<file path="config.mk">
export PLATFORM = sky130hd
export DESIGN_NAME = csr_subsystem
export DESIGN_NICKNAME = d
export VERILOG_FILES = /design/src/logic/csr_pkg.sv /design/src/logic/csr_subsystem.sv /design/src/logic/csr_file.sv /design/src/logic/csr_machine.sv /design/src/logic/csr_counters.sv /design/src/logic/csr_instr_decode.sv
export SDC_FILE = /design/constraint.sdc
export NUM_CORES = 1
export LEC_CHECK = 0
export ABC_AREA = 1
export BUFFER_PORTS_ARGS = -buffer_cell sky130_fd_sc_hd__buf_2
export CAP_MARGIN = 5
export CORE_MARGIN = 2
export CORE_UTILIZATION = 43
export CTS_BUF_LIST = sky130_fd_sc_hd__clkbuf_8
export DETAILED_ROUTE_END_ITERATION = 10
export PLACE_DENSITY = 0.61
export SLEW_MARGIN = 20
export SYNTH_ARGS = -nofsm -noshare
export SYNTH_HDL_FRONTEND = slang
export SYNTH_SLANG_ARGS = --single-unit
</file>
<file path="constraint.sdc">
create_clock -name i_clk -period 4 [get_ports i_clk]
set_input_delay 0.8 -clock i_clk [delete_from_list [all_inputs] [get_ports i_clk]]
set_output_delay 0.8 -clock i_clk [all_outputs]
set_load 0.1 [all_outputs]
</file>
<file path="src/logic/csr_pkg.sv">
`default_nettype none

package csr_pkg;

    // Operation carried down the CSR pipeline.
    typedef enum logic [2:0]
    {
        CSR_NONE   = 3'd0,
        CSR_RW     = 3'd1,
        CSR_RS     = 3'd2,
        CSR_RC     = 3'd3,
        CSR_EBREAK = 3'd4
    } csr_op_e;

    // ~~~~~~~~~~~~~~~~~~~~~~~~~~~~~~~~~~~~~~~~~~~~~~~~~~~~~~~~~~~~
    // Machine-level registers.
    localparam logic [11:0] CSR_MSTATUS  = 12'h300;
    localparam logic [11:0] CSR_MTVEC    = 12'h305;
    localparam logic [11:0] CSR_MSCRATCH = 12'h340;
    localparam logic [11:0] CSR_MEPC     = 12'h341;
    localparam logic [11:0] CSR_MCAUSE   = 12'h342;

    // ~~~~~~~~~~~~~~~~~~~~~~~~~~~~~~~~~~~~~~~~~~~~~~~~~~~~~~~~~~~~
    // User-level read-only counters.
    localparam logic [11:0] CSR_CYCLE    = 12'hC00;
    localparam logic [11:0] CSR_INSTRET  = 12'hC02;
    localparam logic [11:0] CSR_CYCLEH   = 12'hC80;
    localparam logic [11:0] CSR_INSTRETH = 12'hC82;

    // Exception code written to mcause on ebreak.
    localparam logic [31:0] CAUSE_BREAKPOINT = 32'd3;

    localparam int MSTATUS_MIE_BIT  = 3;
    localparam int MSTATUS_MPIE_BIT = 7;

endpackage

`default_nettype wire
</file>
<file path="src/logic/csr_subsystem.sv">
`timescale 1ns/1ps
`default_nettype none

module csr_subsystem
#(
    parameter int PC_BITS      = 32,
    parameter bit HAS_COUNTERS = 1
)
(
    input  logic               i_clk,
    input  logic               i_rst_n,
    input  logic               i_valid,
    input  logic               i_kill,
    input  logic [31:0]        i_instr,
    input  logic [31:0]        i_rs1_data,  // Lags i_instr by one cycle.
    input  logic [PC_BITS-1:1] i_pc,
    input  logic               i_retire,
    output logic               o_rd_valid,
    output logic [31:0]        o_rd_data,
    output logic               o_trap,
    output logic [PC_BITS-1:1] o_trap_pc,
    output logic [PC_BITS-1:1] o_ret_addr
);

    logic               dec_valid;
    logic [11:0]        dec_idx;
    logic [4:0]         dec_imm;
    logic               dec_imm_sel;
    csr_pkg::csr_op_e   dec_op;
    logic               dec_rd_en;
    logic               dec_wr_en;

    csr_instr_decode u_decode
    (
        .i_instr   (i_instr),
        .i_valid   (i_valid),
        .i_kill    (i_kill),
        .o_valid   (dec_valid),
        .o_idx     (dec_idx),
        .o_imm     (dec_imm),
        .o_imm_sel (dec_imm_sel),
        .o_op      (dec_op),
        .o_rd_en   (dec_rd_en),
        .o_wr_en   (dec_wr_en)
    );

    csr_file
    #(
        .PC_BITS      (PC_BITS),
        .HAS_COUNTERS (HAS_COUNTERS)
    )
    u_file
    (
        .i_clk      (i_clk),
        .i_rst_n    (i_rst_n),
        .i_valid    (dec_valid),
        .i_idx      (dec_idx),
        .i_imm      (dec_imm),
        .i_imm_sel  (dec_imm_sel),
        .i_op       (dec_op),
        .i_rd_en    (dec_rd_en),
        .i_wr_en    (dec_wr_en),
        .i_rs1_data (i_rs1_data),
        .i_pc       (i_pc),
        .i_retire   (i_retire),
        .o_rd_valid (o_rd_valid),
        .o_rd_data  (o_rd_data),
        .o_trap     (o_trap),
        .o_trap_pc  (o_trap_pc),
        .o_ret_addr (o_ret_addr)
    );

endmodule

`default_nettype wire

</file>
<file path="src/logic/csr_file.sv">
`timescale 1ns/1ps
`default_nettype none

module csr_file
#(
    parameter int PC_BITS      = 32,
    parameter bit HAS_COUNTERS = 1
)
(
    input  logic               i_clk,
    input  logic               i_rst_n,
    input  logic               i_valid,
    input  logic [11:0]        i_idx,
    input  logic [4:0]         i_imm,
    input  logic               i_imm_sel,
    input  csr_pkg::csr_op_e   i_op,
    input  logic               i_rd_en,
    input  logic               i_wr_en,
    input  logic [31:0]        i_rs1_data,
    input  logic [PC_BITS-1:1] i_pc,
    input  logic               i_retire,
    output logic               o_rd_valid,
    output logic [31:0]        o_rd_data,
    output logic               o_trap,
    output logic [PC_BITS-1:1] o_trap_pc,
    output logic [PC_BITS-1:1] o_ret_addr
);

    logic               buf_valid, exec_valid;
    logic               buf_rd_en, exec_rd_en;
    logic               buf_wr_en, exec_wr_en;
    csr_pkg::csr_op_e   buf_op, exec_op;
    logic [11:0]        buf_idx, exec_idx;
    logic [4:0]         buf_imm, exec_imm;
    logic               buf_imm_sel, exec_imm_sel;
    logic [PC_BITS-1:1] buf_pc, exec_pc;
    logic [31:0]        exec_rs1;

    // ~~~~~~~~~~~~~~~~~~~~~~~~~~~~~~~~~~~~~~~~~~~~~~~~~~~~~~~~~~~~
    // Two-stage command pipeline.

    always_ff @(posedge i_clk or negedge i_rst_n)
    begin
        if (!i_rst_n)
        begin
            buf_valid  <= 1'b0;
            buf_rd_en  <= 1'b0;
            buf_wr_en  <= 1'b0;
            buf_op     <= csr_pkg::CSR_NONE;
            exec_valid <= 1'b0;
            exec_rd_en <= 1'b0;
            exec_wr_en <= 1'b0;
            exec_op    <= csr_pkg::CSR_NONE;
        end
        else
        begin
            buf_valid  <= i_valid;
            buf_rd_en  <= i_rd_en;
            buf_wr_en  <= i_wr_en;
            buf_op     <= i_op;
            exec_valid <= buf_valid;
            exec_rd_en <= buf_rd_en;
            exec_wr_en <= buf_wr_en;
            exec_op    <= buf_op;
        end
    end

    always_ff @(posedge i_clk)
    begin
        buf_idx      <= i_idx;
        buf_imm      <= i_imm;
        buf_imm_sel  <= i_imm_sel;
        buf_pc       <= i_pc;
        exec_idx     <= buf_idx;
        exec_imm     <= buf_imm;
        exec_imm_sel <= buf_imm_sel;
        exec_pc      <= buf_pc;
        exec_rs1     <= i_rs1_data;  // Operand arrives one cycle after the command.
    end

    logic [31:0] write_value;
    logic [31:0] pc_full;
    logic        machine_sel;
    logic [31:0] rdata_user, rdata_machine;
    logic [31:0] mtvec, mepc;

    assign write_value = exec_imm_sel ? {27'd0, exec_imm} : exec_rs1;
    assign pc_full     = 32'({exec_pc, 1'b0});
    assign machine_sel = (exec_idx[9:8] == 2'b11);

    generate
        if (HAS_COUNTERS)
        begin : g_counters
            csr_counters u_counters
            (
                .i_clk    (i_clk),
                .i_rst_n  (i_rst_n),
                .i_idx    (exec_idx[7:0]),
                .i_retire (i_retire),
                .o_data   (rdata_user)
            );
        end
        else
        begin : g_no_counters
            assign rdata_user = '0;
        end
    endgenerate

    csr_machine u_machine
    (
        .i_clk   (i_clk),
        .i_rst_n (i_rst_n),
        .i_sel   (machine_sel),
        .i_valid (exec_valid),
        .i_op    (exec_op),
        .i_wr_en (exec_wr_en),
        .i_idx   (exec_idx[7:0]),
        .i_data  (write_value),
        .i_pc    (pc_full),
        .o_data  (rdata_machine),
        .o_mtvec (mtvec),
        .o_mepc  (mepc)
    );

    always_comb
    begin
        case (exec_idx[9:8])
            2'b00:   o_rd_data = rdata_user;
            2'b11:   o_rd_data = rdata_machine;
            default: o_rd_data = '0; // Supervisor and hypervisor space is empty.
        endcase
    end

    assign o_rd_valid = exec_valid && exec_rd_en;
    assign o_trap     = exec_valid && (exec_op == csr_pkg::CSR_EBREAK);
    assign o_trap_pc  = mtvec[PC_BITS-1:1];
    assign o_ret_addr = mepc[PC_BITS-1:1];

endmodule

`default_nettype wire

</file>
<file path="src/logic/csr_machine.sv">
`timescale 1ns/1ps
`default_nettype none

module csr_machine
(
    input  logic               i_clk,
    input  logic               i_rst_n,
    input  logic               i_sel,
    input  logic               i_valid,
    input  csr_pkg::csr_op_e   i_op,
    input  logic               i_wr_en,
    input  logic [7:0]         i_idx,
    input  logic [31:0]        i_data,
    input  logic [31:0]        i_pc,
    output logic [31:0]        o_data,
    output logic [31:0]        o_mtvec,
    output logic [31:0]        o_mepc
);

    logic        mie;
    logic        mpie;
    logic [31:2] mtvec;
    logic [31:0] mscratch;
    logic [31:1] mepc;
    logic [31:0] mcause;

    logic [31:0] mstatus_val;
    logic [31:0] new_value;
    logic        is_csr_op;
    logic        wr_hit;
    logic        trap_hit;

    always_comb
    begin
        mstatus_val = '0;
        mstatus_val[csr_pkg::MSTATUS_MIE_BIT]  = mie;
        mstatus_val[csr_pkg::MSTATUS_MPIE_BIT] = mpie;
    end

    // ~~~~~~~~~~~~~~~~~~~~~~~~~~~~~~~~~~~~~~~~~~~~~~~~~~~~~~~~~~~~
    // The read port also supplies the old value for set and clear.

    always_comb
    begin
        case (i_idx)
            csr_pkg::CSR_MSTATUS[7:0]:  o_data = mstatus_val;
            csr_pkg::CSR_MTVEC[7:0]:    o_data = {mtvec, 2'b00};
            csr_pkg::CSR_MSCRATCH[7:0]: o_data = mscratch;
            csr_pkg::CSR_MEPC[7:0]:     o_data = {mepc, 1'b0};
            csr_pkg::CSR_MCAUSE[7:0]:   o_data = mcause;
            default:                    o_data = '0;
        endcase
    end

    always_comb
    begin
        case (i_op)
            csr_pkg::CSR_RS: new_value = o_data | i_data;
            csr_pkg::CSR_RC: new_value = o_data & ~i_data;
            default:         new_value = i_data;
        endcase
    end

    assign is_csr_op = (i_op == csr_pkg::CSR_RW) || (i_op == csr_pkg::CSR_RS) ||
                       (i_op == csr_pkg::CSR_RC);
    assign wr_hit    = i_valid && i_sel && i_wr_en && is_csr_op;
    assign trap_hit  = i_valid && (i_op == csr_pkg::CSR_EBREAK);

    // ~~~~~~~~~~~~~~~~~~~~~~~~~~~~~~~~~~~~~~~~~~~~~~~~~~~~~~~~~~~~
    // Register update.

    always_ff @(posedge i_clk or negedge i_rst_n)
    begin
        if (!i_rst_n)
        begin
            mie      <= 1'b0;
            mpie     <= 1'b0;
            mtvec    <= '0;
            mscratch <= '0;
            mepc     <= '0;
            mcause   <= '0;
        end
        else if (trap_hit)
        begin
            mepc   <= i_pc[31:1];
            mcause <= csr_pkg::CAUSE_BREAKPOINT;
            mpie   <= mie;  // Interrupts stay off inside the handler.
            mie    <= 1'b0;
        end
        else if (wr_hit)
        begin
            case (i_idx)
                csr_pkg::CSR_MSTATUS[7:0]:
                begin
                    mie  <= new_value[csr_pkg::MSTATUS_MIE_BIT];
                    mpie <= new_value[csr_pkg::MSTATUS_MPIE_BIT];
                end
                csr_pkg::CSR_MTVEC[7:0]:    mtvec    <= new_value[31:2]; // Direct mode only.
                csr_pkg::CSR_MSCRATCH[7:0]: mscratch <= new_value;
                csr_pkg::CSR_MEPC[7:0]:     mepc     <= new_value[31:1];
                csr_pkg::CSR_MCAUSE[7:0]:   mcause   <= new_value;
                default:
                begin
                    // Unknown addresses drop the write.
                end
            endcase
        end
    end

    assign o_mtvec = {mtvec, 2'b00};
    assign o_mepc  = {mepc, 1'b0};

endmodule

`default_nettype wire

</file>
<file path="src/logic/csr_counters.sv">
`timescale 1ns/1ps
`default_nettype none

module csr_counters
(
    input  logic        i_clk,
    input  logic        i_rst_n,
    input  logic [7:0]  i_idx,
    input  logic        i_retire,
    output logic [31:0] o_data
);

    logic [63:0] cycle;
    logic [63:0] instret;

    // ~~~~~~~~~~~~~~~~~~~~~~~~~~~~~~~~~~~~~~~~~~~~~~~~~~~~~~~~~~~~
    // Free-running counters.

    always_ff @(posedge i_clk or negedge i_rst_n)
    begin
        if (!i_rst_n)
        begin
            cycle <= '0;
        end
        else
        begin
            cycle <= cycle + 64'd1;
        end
    end

    always_ff @(posedge i_clk or negedge i_rst_n)
    begin
        if (!i_rst_n)
        begin
            instret <= '0;
        end
        else if (i_retire)
        begin
            instret <= instret + 64'd1;
        end
    end

    // ~~~~~~~~~~~~~~~~~~~~~~~~~~~~~~~~~~~~~~~~~~~~~~~~~~~~~~~~~~~~
    // Read port.

    always_comb
    begin
        case (i_idx)
            csr_pkg::CSR_CYCLE[7:0]:    o_data = cycle[31:0];
            csr_pkg::CSR_INSTRET[7:0]:  o_data = instret[31:0];
            csr_pkg::CSR_CYCLEH[7:0]:   o_data = cycle[63:32];
            csr_pkg::CSR_INSTRETH[7:0]: o_data = instret[63:32];
            default:                    o_data = '0;
        endcase
    end

endmodule

`default_nettype wire

</file>
<file path="src/logic/csr_instr_decode.sv">
`timescale 1ns/1ps
`default_nettype none

module csr_instr_decode
(
    input  logic [31:0]        i_instr,
    input  logic               i_valid,
    input  logic               i_kill,
    output logic               o_valid,
    output logic [11:0]        o_idx,
    output logic [4:0]         o_imm,
    output logic               o_imm_sel,
    output csr_pkg::csr_op_e   o_op,
    output logic               o_rd_en,
    output logic               o_wr_en
);

    localparam logic [6:0]  OPC_SYSTEM = 7'b1110011;
    localparam logic [31:0] EBREAK_WORD = 32'h0010_0073;

    logic [2:0] funct3;
    logic       rd_zero;
    logic       rs1_zero;
    logic       is_system;

    assign funct3    = i_instr[14:12];
    assign rd_zero   = (i_instr[11:7] == 5'd0);
    assign rs1_zero  = (i_instr[19:15] == 5'd0);
    assign is_system = (i_instr[6:0] == OPC_SYSTEM);

    assign o_idx     = i_instr[31:20];
    assign o_imm     = i_instr[19:15]; // The rs1 field doubles as zimm.
    assign o_imm_sel = funct3[2];

    always_comb
    begin
        o_op    = csr_pkg::CSR_NONE;
        o_rd_en = 1'b0;
        o_wr_en = 1'b0;
        if (i_instr == EBREAK_WORD)
        begin
            o_op = csr_pkg::CSR_EBREAK;
        end
        else if (is_system)
        begin
            case (funct3[1:0])
                2'b01:
                begin
                    o_op    = csr_pkg::CSR_RW;
                    o_rd_en = !rd_zero; // A write to x0 skips the read side effects.
                    o_wr_en = 1'b1;
                end
                2'b10:
                begin
                    o_op    = csr_pkg::CSR_RS;
                    o_rd_en = 1'b1;
                    o_wr_en = !rs1_zero;
                end
                2'b11:
                begin
                    o_op    = csr_pkg::CSR_RC;
                    o_rd_en = 1'b1;
                    o_wr_en = !rs1_zero;
                end
                default:
                begin
                    o_op = csr_pkg::CSR_NONE; // ecall, mret, wfi and friends.
                end
            endcase
        end
    end

    assign o_valid = i_valid && !i_kill && (o_op != csr_pkg::CSR_NONE);

endmodule

`default_nettype wire

</file>
# Yosys cells after proc, flatten, opt, wreduce, memory -nomap -nowiden
# Index checks and enable logic that the tools add are counted.
[classes]
eq_ne = 17
n_mux = 26
n_reduce_logical = 27
n_bitwise = 4
addsub = 2
[op_table]
columns = ["operator", "n"]
rows = [
  ["$pmux 32 s5", 1],
  ["$add 64x1->64 const B", 2],
  ["$mux 32", 4],
  ["$pmux 32 s2", 2],
  ["$pmux 32 s4", 1],
  ["$mux 31", 3],
  ["$and 32x32->32", 1],
  ["$eq 32x21->1 const B", 1],
  ["$not 32->32", 1],
  ["$or 32x32->32", 1],
  ["$eq 8x7->1 const B", 3],
  ["$eq 8x8->1 const B", 2],
  ["$logic_not 5->1", 2],
  ["$mux 1", 10],
  ["$eq 8x2->1 const B", 1],
  ["$eq 8x3->1 const B", 1],
  ["$logic_not 8->1", 1],
  ["$reduce_bool 2->1", 4],
  ["$eq 7x7->1 const B", 1],
  ["$logic_and 1x1->1", 7],
  ["$eq 2x2->1 const B", 3],
  ["$eq 3x2->1 const B", 2],
  ["$mux 3", 2],
  ["$pmux 2 s3", 1],
  ["other kinds (12)", 19],
]
[word_totals]
in_bits = 100
reg_bits = 393
out_inout_bits = 96

# Depth between registers and ports, before layout
# Gate-level depths: netlist (run 1).
[depth]
ltp_word = 7
ltp_mapped = 12
mapped_depth_nobuf = 12

# Modules after synthesis
# A second synthesis (run 1) with hierarchy kept.
[unflattened]
cells_unflattened = 2494
area_unflattened_um2 = 19453.7
[by_module_without_submodules]
columns = ["module", "seq_area_each_um2", "cells_per_inst", "n_inst", "area_each_um2"]
rows = [
  ["csr_counters", 3203.1, 1168, 1, 8359.3],
  ["csr_machine", 3178.0, 914, 1, 6892.9],
  ["csr_file", 2822.7, 326, 1, 3748.6],
  ["csr_instr_decode", 0.0, 86, 1, 452.9],
]

# Least setup slack after synthesis (run 1)
# OpenSTA, ideal clock, no wires.
[synth_timing]
path_type = "reg2out"
start = "register u_file.exec_idx[8]"
end = "output port o_rd_data[16]"
path_slack_ps = 373
stages_incl_launch_ff = 8
path_buffers = 1
t_arrival_ps = 2827
required_ps = 3200
cell_sequence = "dfxtp_1 inv_1 ha_1 inv_1 nor4_2 clkbuf_1 o21ai_0 a21oi_1"
[synth_via]
elab_chain_cells = 2
[synth_rtl]
columns = ["element", "line_no", "text"]
rows = [
  ["start, declared", "csr_file.sv:33", "logic [11:0] buf_idx, exec_idx;"],
  ["start signal, assigned", "csr_file.sv:74", "exec_idx <= buf_idx;"],
  ["$eq 2x2->1 or $logic_not 2->1 (tied branches)", "csr_file.sv:127", "case (exec_idx[9:8])"],
  ["$pmux 32 s2 *", "csr_file.sv:127", ""],
  ["end, declared", "csr_subsystem.sv:19", "output logic [31:0] o_rd_data,"],
]
# Mark *: on every way between the ends. The rest lies on a longest branch, timed or not.

# Final worst setup path (run 1)
[layout_timing]
start = "register u_file.exec_idx[3]"
end = "output port o_rd_data[31]"
[layout_via]
elab_chain_cells = 3
[layout_rtl]
columns = ["element", "line_no", "text"]
rows = [
  ["$eq 8x7->1, or another cell as far along", "csr_machine.sv:45", "case (i_idx)"],
  ["$pmux 32 s5 or $pmux 32 s4 (tied branches)", "csr_machine.sv:45, csr_counters.sv:48", ""],
  ["$pmux 32 s2 *", "csr_file.sv:127", ""],
]
# Marks and branches as above.

==> summary.md, run 1 <==
| Metric | Value |
|---|---|
| Initial antenna violation count | 0 |
| Final-stage net count | 2,658 |
| Placer's final routability congestion estimate | 0.965 |
| Sum of buffers and inverters on the critical path | 2 |
| Clock root cell | clkbuf_8 |
| Worst clock skew | 27.1 ps |
| Crit path max fanout | 31 |
| Total die area | 44,500 um2 |
| Worst slew pin tran | 909 ps |
| Number of I/O pins | 196 |
| Final global-route overflow total | 0 |
| Total number of vias | 17.1k |
| Fin. max-slew vios | 0 |
| Number of different library cells in the post-synthesis netlist | 47 |
| Die Height | 211 um |
| Setup Total Neg Slack | 0 ps |
| Cells taking the most area after synthesis | dfrtp_1, dfxtp_1, nand2_1 |
| Number of instances in the synthesized netlist | 2,339 |
| Average vias per placed instance | 5.42 |
| Max stage delay cell, worst path | a21oi_1 |
| Setup repair after global routing missed its margin | no |
| Minimum clock period | 3910 ps |
| Number of setup violations in the final report | 0 |
| Clock tree buffer depth | 3 |
| Static Leakage | 10.6 nW |
| Max H-tree Level | 3 |
| Power density normalized to cell area | 394 nW/um2 |
| Count of routing violations after the opening detailed-route iteration | 1,644 |
| Number of global-route vias before repair | 16.8k |
| Row count | 75 |
| Min-Delay Path Class | input pin to async pin |
| Top-area cell type share of the netlist area | 36.3% |
| CTS buffer count | 71 |
| Detailed-route DRC error count | 0 |
| Antenna Nets Post-Route | 0 |
| Critical path, cell by cell | nor2_2 -> nand2_1 -> nor2_2 -> buf_4 -> nand2_1 -> o21ai_0 -> o21ai_0 -> a21oi_1 -> buf_12 |
| Mean cell area of the mapped netlist | 7.87 um2 |
| Count of port buffers added during placement | 194 |
| Synth warnings | 0 |
| Worst-Skew Late Latency | 660 ps |
| Final-layout fill cell count | 4,001 |
| Max-cap violations | 0 |
| Remaining max-slew budget at the tightest pin | 39.4% |
| Length in cells of the worst reg-to-reg path | 9 |
| Util after Layout | 51.6% |
| Worst voltage drop across the vdd grid | 0.369 mV |
| Worst-path clk slew | 60 ps |
| N_diodes | 0 |
| Post-synth EDFFs | 0 |
| Final total power | 8.56 mW |
| Worst R2R Start | u_file.exec_idx[8]$_DFF_P_ |
| Dominant cell by count in the synthesized netlist | nand2_1 |
| Total of flip-flops plus latches after synthesis | 393 |
| Overall routed net length | 66.5 mm |
| Area delta synth->final | 18.2% |
| TritonCTS clock tree | done |
| F_max | 256 MHz |
| Half-perimeter wire length after placement | 49.2 mm |
| Final-report hold violation count | 0 |
| Area of the placeable core | 42,100 um2 |
| Effective utilization at floorplan | 43.7% |
| Placed cell count | 3,020 |
| Number of logic stages on the critical path including buffering | 9 |
| Global-route total usage across every layer | 30.2% |
| Required time reported for the critical path endpoint | 3200 ps |
| Final Non-Filler Cells | 3,148 |
| Proportion of layout cells with a drive suffix above 1 | 15.2% |
| Outcome | finished, final reports clean |
| Average detailed-routed wire length per instance | 21.1 um |
| Startpoint of the most critical setup path | u_file.exec_idx[3]$_DFF_P_ |
| Library cell with the largest summed area after synthesis | dfrtp_1 |
| Most common flop cell mapped by yosys | dfrtp_1 |
| Arrival time of data at the critical path endpoint | 3110 ps |
| Number of search-and-repair iterations in the first detailed-routing pass | 8 |
| Most frequent cells after synthesis | nand2_1, dfrtp_1, nor2_1 |
| Overall die width | 211 um |
| Syn nets | 2,443 |
| Startpoint kind of the worst setup timing path | flip-flop |
| Register area share after synthesis | 50.0% |
| Delay contributed by the slowest stage of the critical path | 510 ps |
| Async set-reset flop share out of synthesis | 67.9% |
| Pin count of the biggest net entering global routing | 89 |
| First-pass GRT wire length | 101 mm |
| Total of hold buffers inserted after clock tree synthesis | 0 |
| Area of the mapped netlist | 18,400 um2 |
| Clock net sink count | 393 |
| Period utilisation layout | 97.7% |
| CP top delay family | compound AO/OA/AOI/OAI gates |
| Worst setup EP type | output port |
| Kind of critical path | flip-flop to output port |
[area by class of cell]
cell class | count | area (um2) | share of cell area, %
inverter | 233 | 882 | 4.05
timing repair buffer | 223 | 1530 | 7.03
multi-input combinational | 1632 | 7990 | 36.7
clock inverter | 38 | 238 | 1.09
sequential | 393 | 9200 | 42.3
clock buffer | 90 | 1240 | 5.69
tap | 539 | 674 | 3.10
[worst paths after layout]
| kind | slack [ps] | end |
|---|---|---|
| worst min register to register | 310 | u_file.exec_pc[20]$_DFF_P_ |
| worst min-delay path | 170 | u_file.g_counters.u_counters.cycle[3]$_DFF_PN0_ |
| min in group i_clk | 240 | u_file.buf_pc[19]$_DFF_P_ |
| worst max-delay path | 90 | o_rd_data[31] |
| max in group asynchronous | 2850 | u_file.u_machine.mepc[27]$_DFFE_PN0P_ |
| worst max register to register | 1450 | u_file.u_machine.mepc[28]$_DFFE_PN0P_ |
[kinds of logic after synthesis]
group                    count (synthesis)  synth area share (%)
other                                    1                0.0204
flip-flops                             393                  50.0
XOR/XNOR                               110                  5.27
AO/OA/AOI/OAI                          319                  9.50
AND/OR/NAND/NOR                       1198                  28.1
adder cells (fa/ha/maj)                  4                 0.272
buffers and inverters                  314                  6.82
[cell usage in the layout (no fill, tap or decap), drive strengths merged]
cell type  netlist  routed
clkinvlp         0       3
o21bai           2       2
a31oi           32      32
bufinv           0       2
nor4            11      11
o22ai           24      24
nor3            59      59
or2              3       3
nor2           275     275
a22oi           30      30
xor2            94      94
a21oi           39      39
clkbuf          36      93
xnor2           16      16
conb             1       1
ha               4       4
nor3b            2       2
o21ai          191     191
inv            232     255
dfxtp          126     126
o211ai           1       1
and3             1       1
dfrtp          267     267
nand3          135     135
nand3b           3       3
buf             45     220
nand4           49      49
clkinv           1      11
and2             1       1
nand2          659     659
[where the power goes]
group / total [mW] / internal [mW] / switching [mW]
logic: 0.453 / 0.133 / 0.320
registers: 4.19 / 4.08 / 0.112
clock network: 3.91 / 2.16 / 1.75
[through the flow]
step / worst slack (ps) / hold WS (ps) / instance area (um2)
2_1_floorplan: 373 / 310 / 18400
3_3_place_gp: 813 / 310 / 20200
3_5_place_dp: 768 / 312 / 20200
4_1_cts: 54.0 / 200 / 21700
5_1_grt: 5.24 / 205 / 21800
6_report: 91.1 / 175 / 21800
[registers in the layout (all words and copies together) (netlist names), 5 cells and up]
register and cells:
u_file.exec_idx 10, u_file.u_machine.mcause 32, u_file.u_machine.mscratch 32, u_file.buf_idx 10
u_file.buf_pc 31, u_file.exec_imm 5, u_file.exec_rs1 32, u_file.u_machine.mtvec 30
u_file.g_counters.u_counters.instret 64, u_file.g_counters.u_counters.cycle 64, u_file.u_machine.mepc 31, u_file.exec_pc 31
u_file.buf_imm 5
[metal layers]
| metal | wire length (um) | GRT usage (%) |
|---|---|---|
| met1 | 28100 | 40.0 |
| met2 | 31000 | 49.1 |
| met3 | 5020 | 5.98 |
| met4 | 2310 | 11.3 |
| met5 | 0 | 0 |
[timing repair]
| item | 4_1_cts | 5_1_grt |
|---|---|---|
| setup buffers | 0 | 0 |
| hold endpoints to repair | 0 | 0 |
| setup endpoints to repair | 0 | 20 |
| gates resized for setup | 0 | 9 |
(Power assumes the default switching activity.)
==> inputs of run 2 (changes only) <==
Settings changed: CORE_ASPECT_RATIO set to 0.5, CORE_UTILIZATION 43 to 65, PLACE_DENSITY 0.61 to 0.87.
==> summary.md, run 2 (same netlist as run 1, synthesis figures left out) <==
| Metric | Value |
|---|---|
| Die Height | 123 um (was 211 um) |
| Final-stage net count | 2,645 (was 2,658) |
| Combinational Power Share | 5.7% (was 5.3%) |
| Critical register-to-register path endpoint | u_file.u_machine.mcause[4]$_DFFE_PN0P_ (was u_file.u_machine.mepc[28]$_DFFE_PN0P_) |
| Worst voltage drop across the vdd grid | 0.410 mV (was 0.369 mV) |
| Area of the placeable core | 27,800 um2 (was 42,100 um2) |
| Final worst hold slack | 153 ps (was 175 ps) |
| Detailed-route DRC error count | 0 (unchanged) |
| Number of search-and-repair iterations in the first detailed-routing pass | 6 (was 8) |
| Static Leakage | 10.3 nW (was 10.6 nW) |
| Max-cap violations | 0 (unchanged) |
| Most common cell after layout, fill and taps aside | nand2_1 (unchanged) |
| Placer's final routability congestion estimate | 1.08 (was 0.965) |
| Flop-to-flop setup slack | 1670 ps (was 1450 ps) |
| Setup Total Neg Slack | 0 ps (unchanged) |
| Required time reported for the critical path endpoint | 3200 ps (about the same) |
| Worst-Skew Late Latency | 640 ps (was 660 ps) |
| Final total power | 7.93 mW (was 8.56 mW) |
| First-pass GRT wire length | 97.0 mm (was 101 mm) |
| Period utilisation layout | 98.7% (was 97.7%) |
| Remaining max-slew budget at the tightest pin | 28.9% (was 39.4%) |
| CTS buffer count | 52 (was 71) |
| Antenna Nets Post-Route | 0 (unchanged) |
| Initial antenna violation count | 5 (was 0) |
| Length in cells of the worst reg-to-reg path | 8 (was 9) |
| Switching share of power | 26.4% (was 25.5%) |
| Pin count of the biggest net entering global routing | 85 (was 89) |
| Overall routed net length | 63.7 mm (was 66.5 mm) |
| Overall die width | 242 um (was 211 um) |
| Worst setup margin | 50.6 ps (was 91.1 ps) |
| Average vias per placed instance | 6.00 (was 5.42) |
| Portion of total power attributed to sequential cells | 53.3% (was 49.0%) |
| Clock tree buffer depth | 3 (unchanged) |
| TritonCTS clock tree | done (unchanged) |
| Average detailed-routed wire length per instance | 21.5 um (was 21.1 um) |
| Buffers inserted by post-CTS timing repair | 0 (unchanged) |
| Net Switching | 2.10 mW (was 2.18 mW) |
| Number of setup violations in the final report | 0 (unchanged) |
| Arrival time of data at the critical path endpoint | 3150 ps (was 3110 ps) |
| Total die area | 29,800 um2 (was 44,500 um2) |
| Cts repair resizes | 0 (unchanged) |
| Kind of critical path | flip-flop to output port (unchanged) |
| Final-layout fill cell count | 2,098 (was 4,001) |
| Worst clock skew | 22.0 ps (was 27.1 ps) |
| Registers with the highest flip-flop counts | u_file.g_counters.u_counters.cycle (64), u_file.g_counters.u_counters.instret (64) (unchanged) |
| Portion of total power attributed to the clock network | 41.0% (was 45.7%) |
| Worst slew pin tran | 1060 ps (was 909 ps) |
| Most frequent cells in the layout | nand2_1, dfrtp_1, nor2_1 (was nand2_1, dfrtp_1, inv_1) |
| Area delta synth->final | 13.8% (was 18.2%) |
| Count of port buffers added during placement | 194 (unchanged) |
| Worst setup EP type | output port (unchanged) |
| Clock root cell | clkbuf_8 (unchanged) |
| F_max | 253 MHz (was 256 MHz) |
| Post-Place Worst Slack | 692 ps (was 768 ps) |
| Outcome | finished, final reports clean (unchanged) |
| Worst-path clk slew | 70 ps (was 60 ps) |
| Total of hold buffers inserted after clock tree synthesis | 0 (unchanged) |
| Number of I/O pins | 196 (unchanged) |
| Row count | 43 (was 75) |
| Half-perimeter wire length after placement | 46.6 mm (was 49.2 mm) |
| Proportion of layout cells with a drive suffix above 1 | 14.5% (was 15.2%) |
| Worst R2R Start | u_file.exec_idx[8]$_DFF_P_ (unchanged) |
| Final global-route overflow total | 0 (unchanged) |
| Crit path max fanout | 31 (unchanged) |
| Startpoint kind of the worst setup timing path | flip-flop (unchanged) |
| Min-Delay Path Class | input pin to async pin (unchanged) |
| Internal | 5.84 mW (was 6.38 mW) |
| Global-route total usage across every layer | 43.1% (was 30.2%) |
| Effective utilization at floorplan | 66.3% (was 43.7%) |
| Power density normalized to cell area | 379 nW/um2 (was 394 nW/um2) |
| Fin. max-slew vios | 0 (unchanged) |
| Number of global-route vias before repair | 16.7k (was 16.8k) |
| Count of routing violations after the opening detailed-route iteration | 2,457 (was 1,644) |
| Max H-tree Level | 2 (was 3) |
| Clock net sink count | 393 (unchanged) |
| Minimum clock period | 3950 ps (was 3910 ps) |
| Total number of vias | 17.8k (was 17.1k) |
| Final-report hold violation count | 0 (unchanged) |
## run 2: through the flow
step           util, %  cells  area, um2
3_3_place_gp      71.3   2869      19800
5_1_grt           75.5   2967      20900
2_1_floorplan        -   2339      18400
4_1_cts           75.4   2967      20900
3_5_place_dp      71.3   2869      19800
6_report          75.5   2968      21000
## run 2: final cells by class
| class | count | area [um2] | area share [%] |
|---|---|---|---|
| inverters | 233 | 878 | 4.19 |
| flip-flops and latches | 393 | 9200 | 43.9 |
| diodes | 1 | 2.50 | 0.0119 |
| multi-input cells | 1632 | 7970 | 38.0 |
| clock inverters | 29 | 176 | 0.842 |
| repair buffers | 229 | 1290 | 6.16 |
| clock buffers | 69 | 950 | 4.53 |
| well taps | 382 | 478 | 2.28 |
## run 2: worst max-delay path by stage
stage / end / slack (ps) / start / depth (start not counted)
5_1_grt: o_rd_data[25] / -20 / u_file.exec_idx[3]$_DFF_P_ / 9
3_5_place_dp: o_rd_data[22] / 690 / u_file.exec_idx[2]$_DFF_P_ / 12
4_1_cts: o_rd_data[22] / 3 / u_file.exec_idx[2]$_DFF_P_ / 12
6_report: o_rd_data[21] / 50 / u_file.exec_idx[2]$_DFF_P_ / 9
3_3_place_gp: o_rd_data[22] / 740 / u_file.exec_idx[4]$_DFF_P_ / 12
2_1_floorplan: o_rd_data[16] / 370 / u_file.exec_idx[8]$_DFF_P_ / 7
## run 2: power groups by stage
stage | Combinational (mW) | Sequential [mW] | Clock (mW)
final | 0.456 | 4.23 | 3.25
after global placement | 0.434 | 4.29 | 0
after global routing | 0.506 | 4.23 | 3.41
after detailed placement | 0.447 | 4.29 | 0
after floorplan | 0.262 | 4.22 | 0
after CTS | 0.451 | 4.22 | 3.24
## run 2: critical path: stages (launching register included)
cell,delay [ps]
dfxtp_1,340
nor2_2,190
nand2_1,150
nor2_2,140
buf_4,410
nand2_1,110
o21ai_0,160
o21ai_0,290
a21oi_1,250
buf_2,460
## run 2: layer usage
| metal | vias to the layer above | share of wire [%] | global-route usage (%) |
|---|---|---|---|
| li1 | 7962 | - | - |
| met1 | 8361 | 38 | 56.6 |
| met2 | 1233 | 43 | 66.5 |
| met3 | 247 | 14 | 13.3 |
| met4 | 4 | 5.2 | 19.9 |
| met5 | - | 0.033 | 0 |
==> inputs of run 3 (changes only) <==
Settings changed: CORE_UTILIZATION 65 to 59, GPL_TIMING_DRIVEN set to 1, PLACE_DENSITY 0.87 to 0.8.
==> summary.md, run 3 (same netlist as run 1, synthesis figures left out) <==
| Metric | Value |
|---|---|
| Number of setup violations in the final report | 0 (unchanged) |
| Clock tree buffer depth | 3 (unchanged) |
| Effective utilization at floorplan | 60.3% (was 66.3%) |
| Critical register-to-register path endpoint | u_file.u_machine.mepc[7]$_DFFE_PN0P_ (was u_file.u_machine.mcause[4]$_DFFE_PN0P_) |
| Min-Delay Path Class | input pin to async pin (unchanged) |
| Final-layout fill cell count | 2,581 (was 2,098) |
| Proportion of layout cells with a drive suffix above 1 | 14.7% (was 14.5%) |
| Count of port buffers added during placement | 194 (unchanged) |
| Global-route total usage across every layer | 38.6% (was 43.1%) |
| Net Switching | 2.11 mW (was 2.10 mW) |
| Final Non-Filler Cells | 3,010 (was 2,968) |
| TritonCTS clock tree | done (unchanged) |
| Internal | 5.98 mW (was 5.84 mW) |
| Average detailed-routed wire length per instance | 20.8 um (was 21.5 um) |
| Fin. max-slew vios | 0 (unchanged) |
| Kind of critical path | flip-flop to output port (unchanged) |
| Area of the placeable core | 30,500 um2 (was 27,800 um2) |
| F_max | 257 MHz (was 253 MHz) |
| Max-cap violations | 0 (unchanged) |
| Startpoint kind of the worst setup timing path | flip-flop (unchanged) |
| Number of I/O pins | 196 (unchanged) |
| Worst voltage drop across the vdd grid | 0.374 mV (was 0.410 mV) |
| Max H-tree Level | 2 (unchanged) |
| Flop-to-flop setup slack | 1580 ps (was 1670 ps) |
| Worst-path clk slew | 70 ps (about the same) |
| Remaining max-slew budget at the tightest pin | 33.0% (was 28.9%) |
| Most common cell after layout, fill and taps aside | nand2_1 (unchanged) |
| Outcome | finished, final reports clean (unchanged) |
| Worst slew pin tran | 1000 ps (was 1060 ps) |
| Placed cell count | 2,909 (was 2,869) |
| Final global-route overflow total | 0 (unchanged) |
| Initial antenna violation count | 2 (was 5) |
| Final worst hold slack | 148 ps (was 153 ps) |
| Required time reported for the critical path endpoint | 3200 ps (about the same) |
| Combinational Power Share | 5.8% (was 5.7%) |
| Portion of total power attributed to sequential cells | 52.1% (was 53.3%) |
| Minimum clock period | 3890 ps (was 3950 ps) |
| Arrival time of data at the critical path endpoint | 3090 ps (was 3150 ps) |
| Die Height | 129 um (was 123 um) |
| Placer's final routability congestion estimate | 1.19 (was 1.08) |
| Clock net sink count | 393 (unchanged) |
| CTS buffer count | 53 (was 52) |
| Critical path, cell by cell | nor2_1 -> nand2_1 -> inv_2 -> nand2_1 -> buf_4 -> o21ai_0 -> o21ai_0 -> a21oi_1 -> clkbuf_4 (was nor2_2 -> nand2_1 -> nor2_2 -> buf_4 -> nand2_1 -> o21ai_0 -> o21ai_0 -> a21oi_1 -> buf_2) |
| Most frequent cells in the layout | nand2_1, dfrtp_1, nor2_1 (unchanged) |
| Final-report hold violation count | 0 (unchanged) |
| Final-stage net count | 2,646 (was 2,645) |
| Crit path max fanout | 29 (was 31) |
| Power density normalized to cell area | 384 nW/um2 (was 379 nW/um2) |
| Registers with the highest flip-flop counts | u_file.g_counters.u_counters.cycle (64), u_file.g_counters.u_counters.instret (64) (unchanged) |
| Period utilisation layout | 97.3% (was 98.7%) |
| Average vias per placed instance | 5.78 (was 6.00) |
| Number of global-route vias before repair | 16.3k (was 16.7k) |
| Antenna Nets Post-Route | 0 (unchanged) |
| Max stage delay cell, worst path | o21ai_0 (was buf_2) |
| Half-perimeter wire length after placement | 46.3 mm (was 46.6 mm) |
| First-pass GRT wire length | 94.9 mm (was 97.0 mm) |
| Number of search-and-repair iterations in the first detailed-routing pass | 8 (was 6) |
| Overall die width | 254 um (was 242 um) |
| Worst clock skew | 27.0 ps (was 22.0 ps) |
| Total of hold buffers inserted after clock tree synthesis | 0 (unchanged) |
| Pin count of the biggest net entering global routing | 91 (was 85) |
| Portion of total power attributed to the clock network | 42.1% (was 41.0%) |
| Area of combinational cells with multiple inputs | 7980 um2 (was 7970 um2) |
| Worst R2R Start | u_file.exec_op[2]$_DFF_PN0_ (was u_file.exec_idx[8]$_DFF_P_) |
| Static Leakage | 10.3 nW (about the same) |
| Total number of vias | 17.4k (was 17.8k) |
| Buffers inserted by post-CTS timing repair | 0 (unchanged) |
| Area delta synth->final | 14.4% (was 13.8%) |
| Length in cells of the worst reg-to-reg path | 7 (was 8) |
| Count of routing violations after the opening detailed-route iteration | 2,340 (was 2,457) |
| Combined flip-flop and latch cell area | 9200 um2 (unchanged) |
| Detailed-route DRC error count | 0 (unchanged) |
| Row count | 45 (was 43) |
| Worst setup EP type | output port (unchanged) |
| Total die area | 32,700 um2 (was 29,800 um2) |
| Overall routed net length | 62.5 mm (was 63.7 mm) |
| Delay contributed by the slowest stage of the critical path | 610 ps (was 460 ps) |
| Switching share of power | 26.1% (was 26.4%) |
| Worst-Skew Late Latency | 650 ps (was 640 ps) |
| Clock root cell | clkbuf_8 (unchanged) |
run 3: cell count changes in the layout (fill, tap and decap cells not counted), sizes merged:
cell	before	now
bufinv	1	5
clkinv	11	13
clkinvlp	2	5
buf	220	218
clkbuf	78	73
inv	248	247
run 3: cell type report:
type,count,share of cell area (%)
clock buffers,63,4.12
diodes,1,0.0119
flip-flops and latches,393,43.7
clock inverters,36,1.43
inverters,233,4.21
repair buffers,228,6.12
well taps,423,2.51
repair inverters,1,0.0356
multi-input cells,1632,37.9
run 3: what timing repair did:
item	in CTS	in global routing
setup endpoints to repair	21	26
gates resized for setup	2	15
cloned	0	1
run 3: worst max-delay path, delay by kind of cell, from the launching register on:
family | cells | cell delay (ps)
AO/OA/AOI/OAI | 3 | 990
buffers and inverters | 3 | 770
flip-flops | 1 | 420
AND/OR/NAND/NOR | 3 | 240
run 3: worst max path at each step:
stage | depth (start not counted) | from | to | slack [ps]
6_report | 9 | u_file.exec_idx[6]$_DFF_P_ | o_rd_data[30] | 110
5_1_grt | 10 | u_file.exec_idx[5]$_DFF_P_ | o_rd_data[5] | -30
4_1_cts | 9 | u_file.exec_idx[3]$_DFF_P_ | o_rd_data[29] | 40
3_5_place_dp | 10 | u_file.exec_idx[3]$_DFF_P_ | o_rd_data[22] | 530
3_3_place_gp | 10 | u_file.exec_idx[4]$_DFF_P_ | o_rd_data[22] | 560
2_1_floorplan | 7 | u_file.exec_idx[8]$_DFF_P_ | o_rd_data[16] | 370
run 3: power groups by stage:
stage	logic, mW	registers, mW	clock network (mW)
after global placement	0.448	4.28	0
after floorplan	0.262	4.22	0
after global routing	0.519	4.22	3.60
after CTS	0.460	4.21	3.42
final	0.467	4.22	3.41
after detailed placement	0.458	4.29	0
run 3: per-layer routing:
layer,routed length [um],vias up,global-route usage [%]
met4,3040,2,17.8
met5,15,-,0
li1,-,7946,-
met2,26700,1063,57.6
met3,7900,219,11.6
met1,24900,8182,52.3
run 3: metrics by stage:
stage / util (%) / setup slack [ps] / cell area, um2 / TNS [ps] / total power, mW
4_1_cts: 68.9 / 41.0 / 21000 / 0 / 8.09
3_5_place_dp: 65.0 / 528 / 19800 / 0 / 4.74
5_1_grt: 69.0 / -27.3 / 21100 / -124 / 8.34
2_1_floorplan: - / 373 / 18400 / 0 / 4.49
3_3_place_gp: 65.0 / 564 / 19800 / 0 / 4.73
6_report: 69.0 / 107 / 21100 / 0 / 8.09
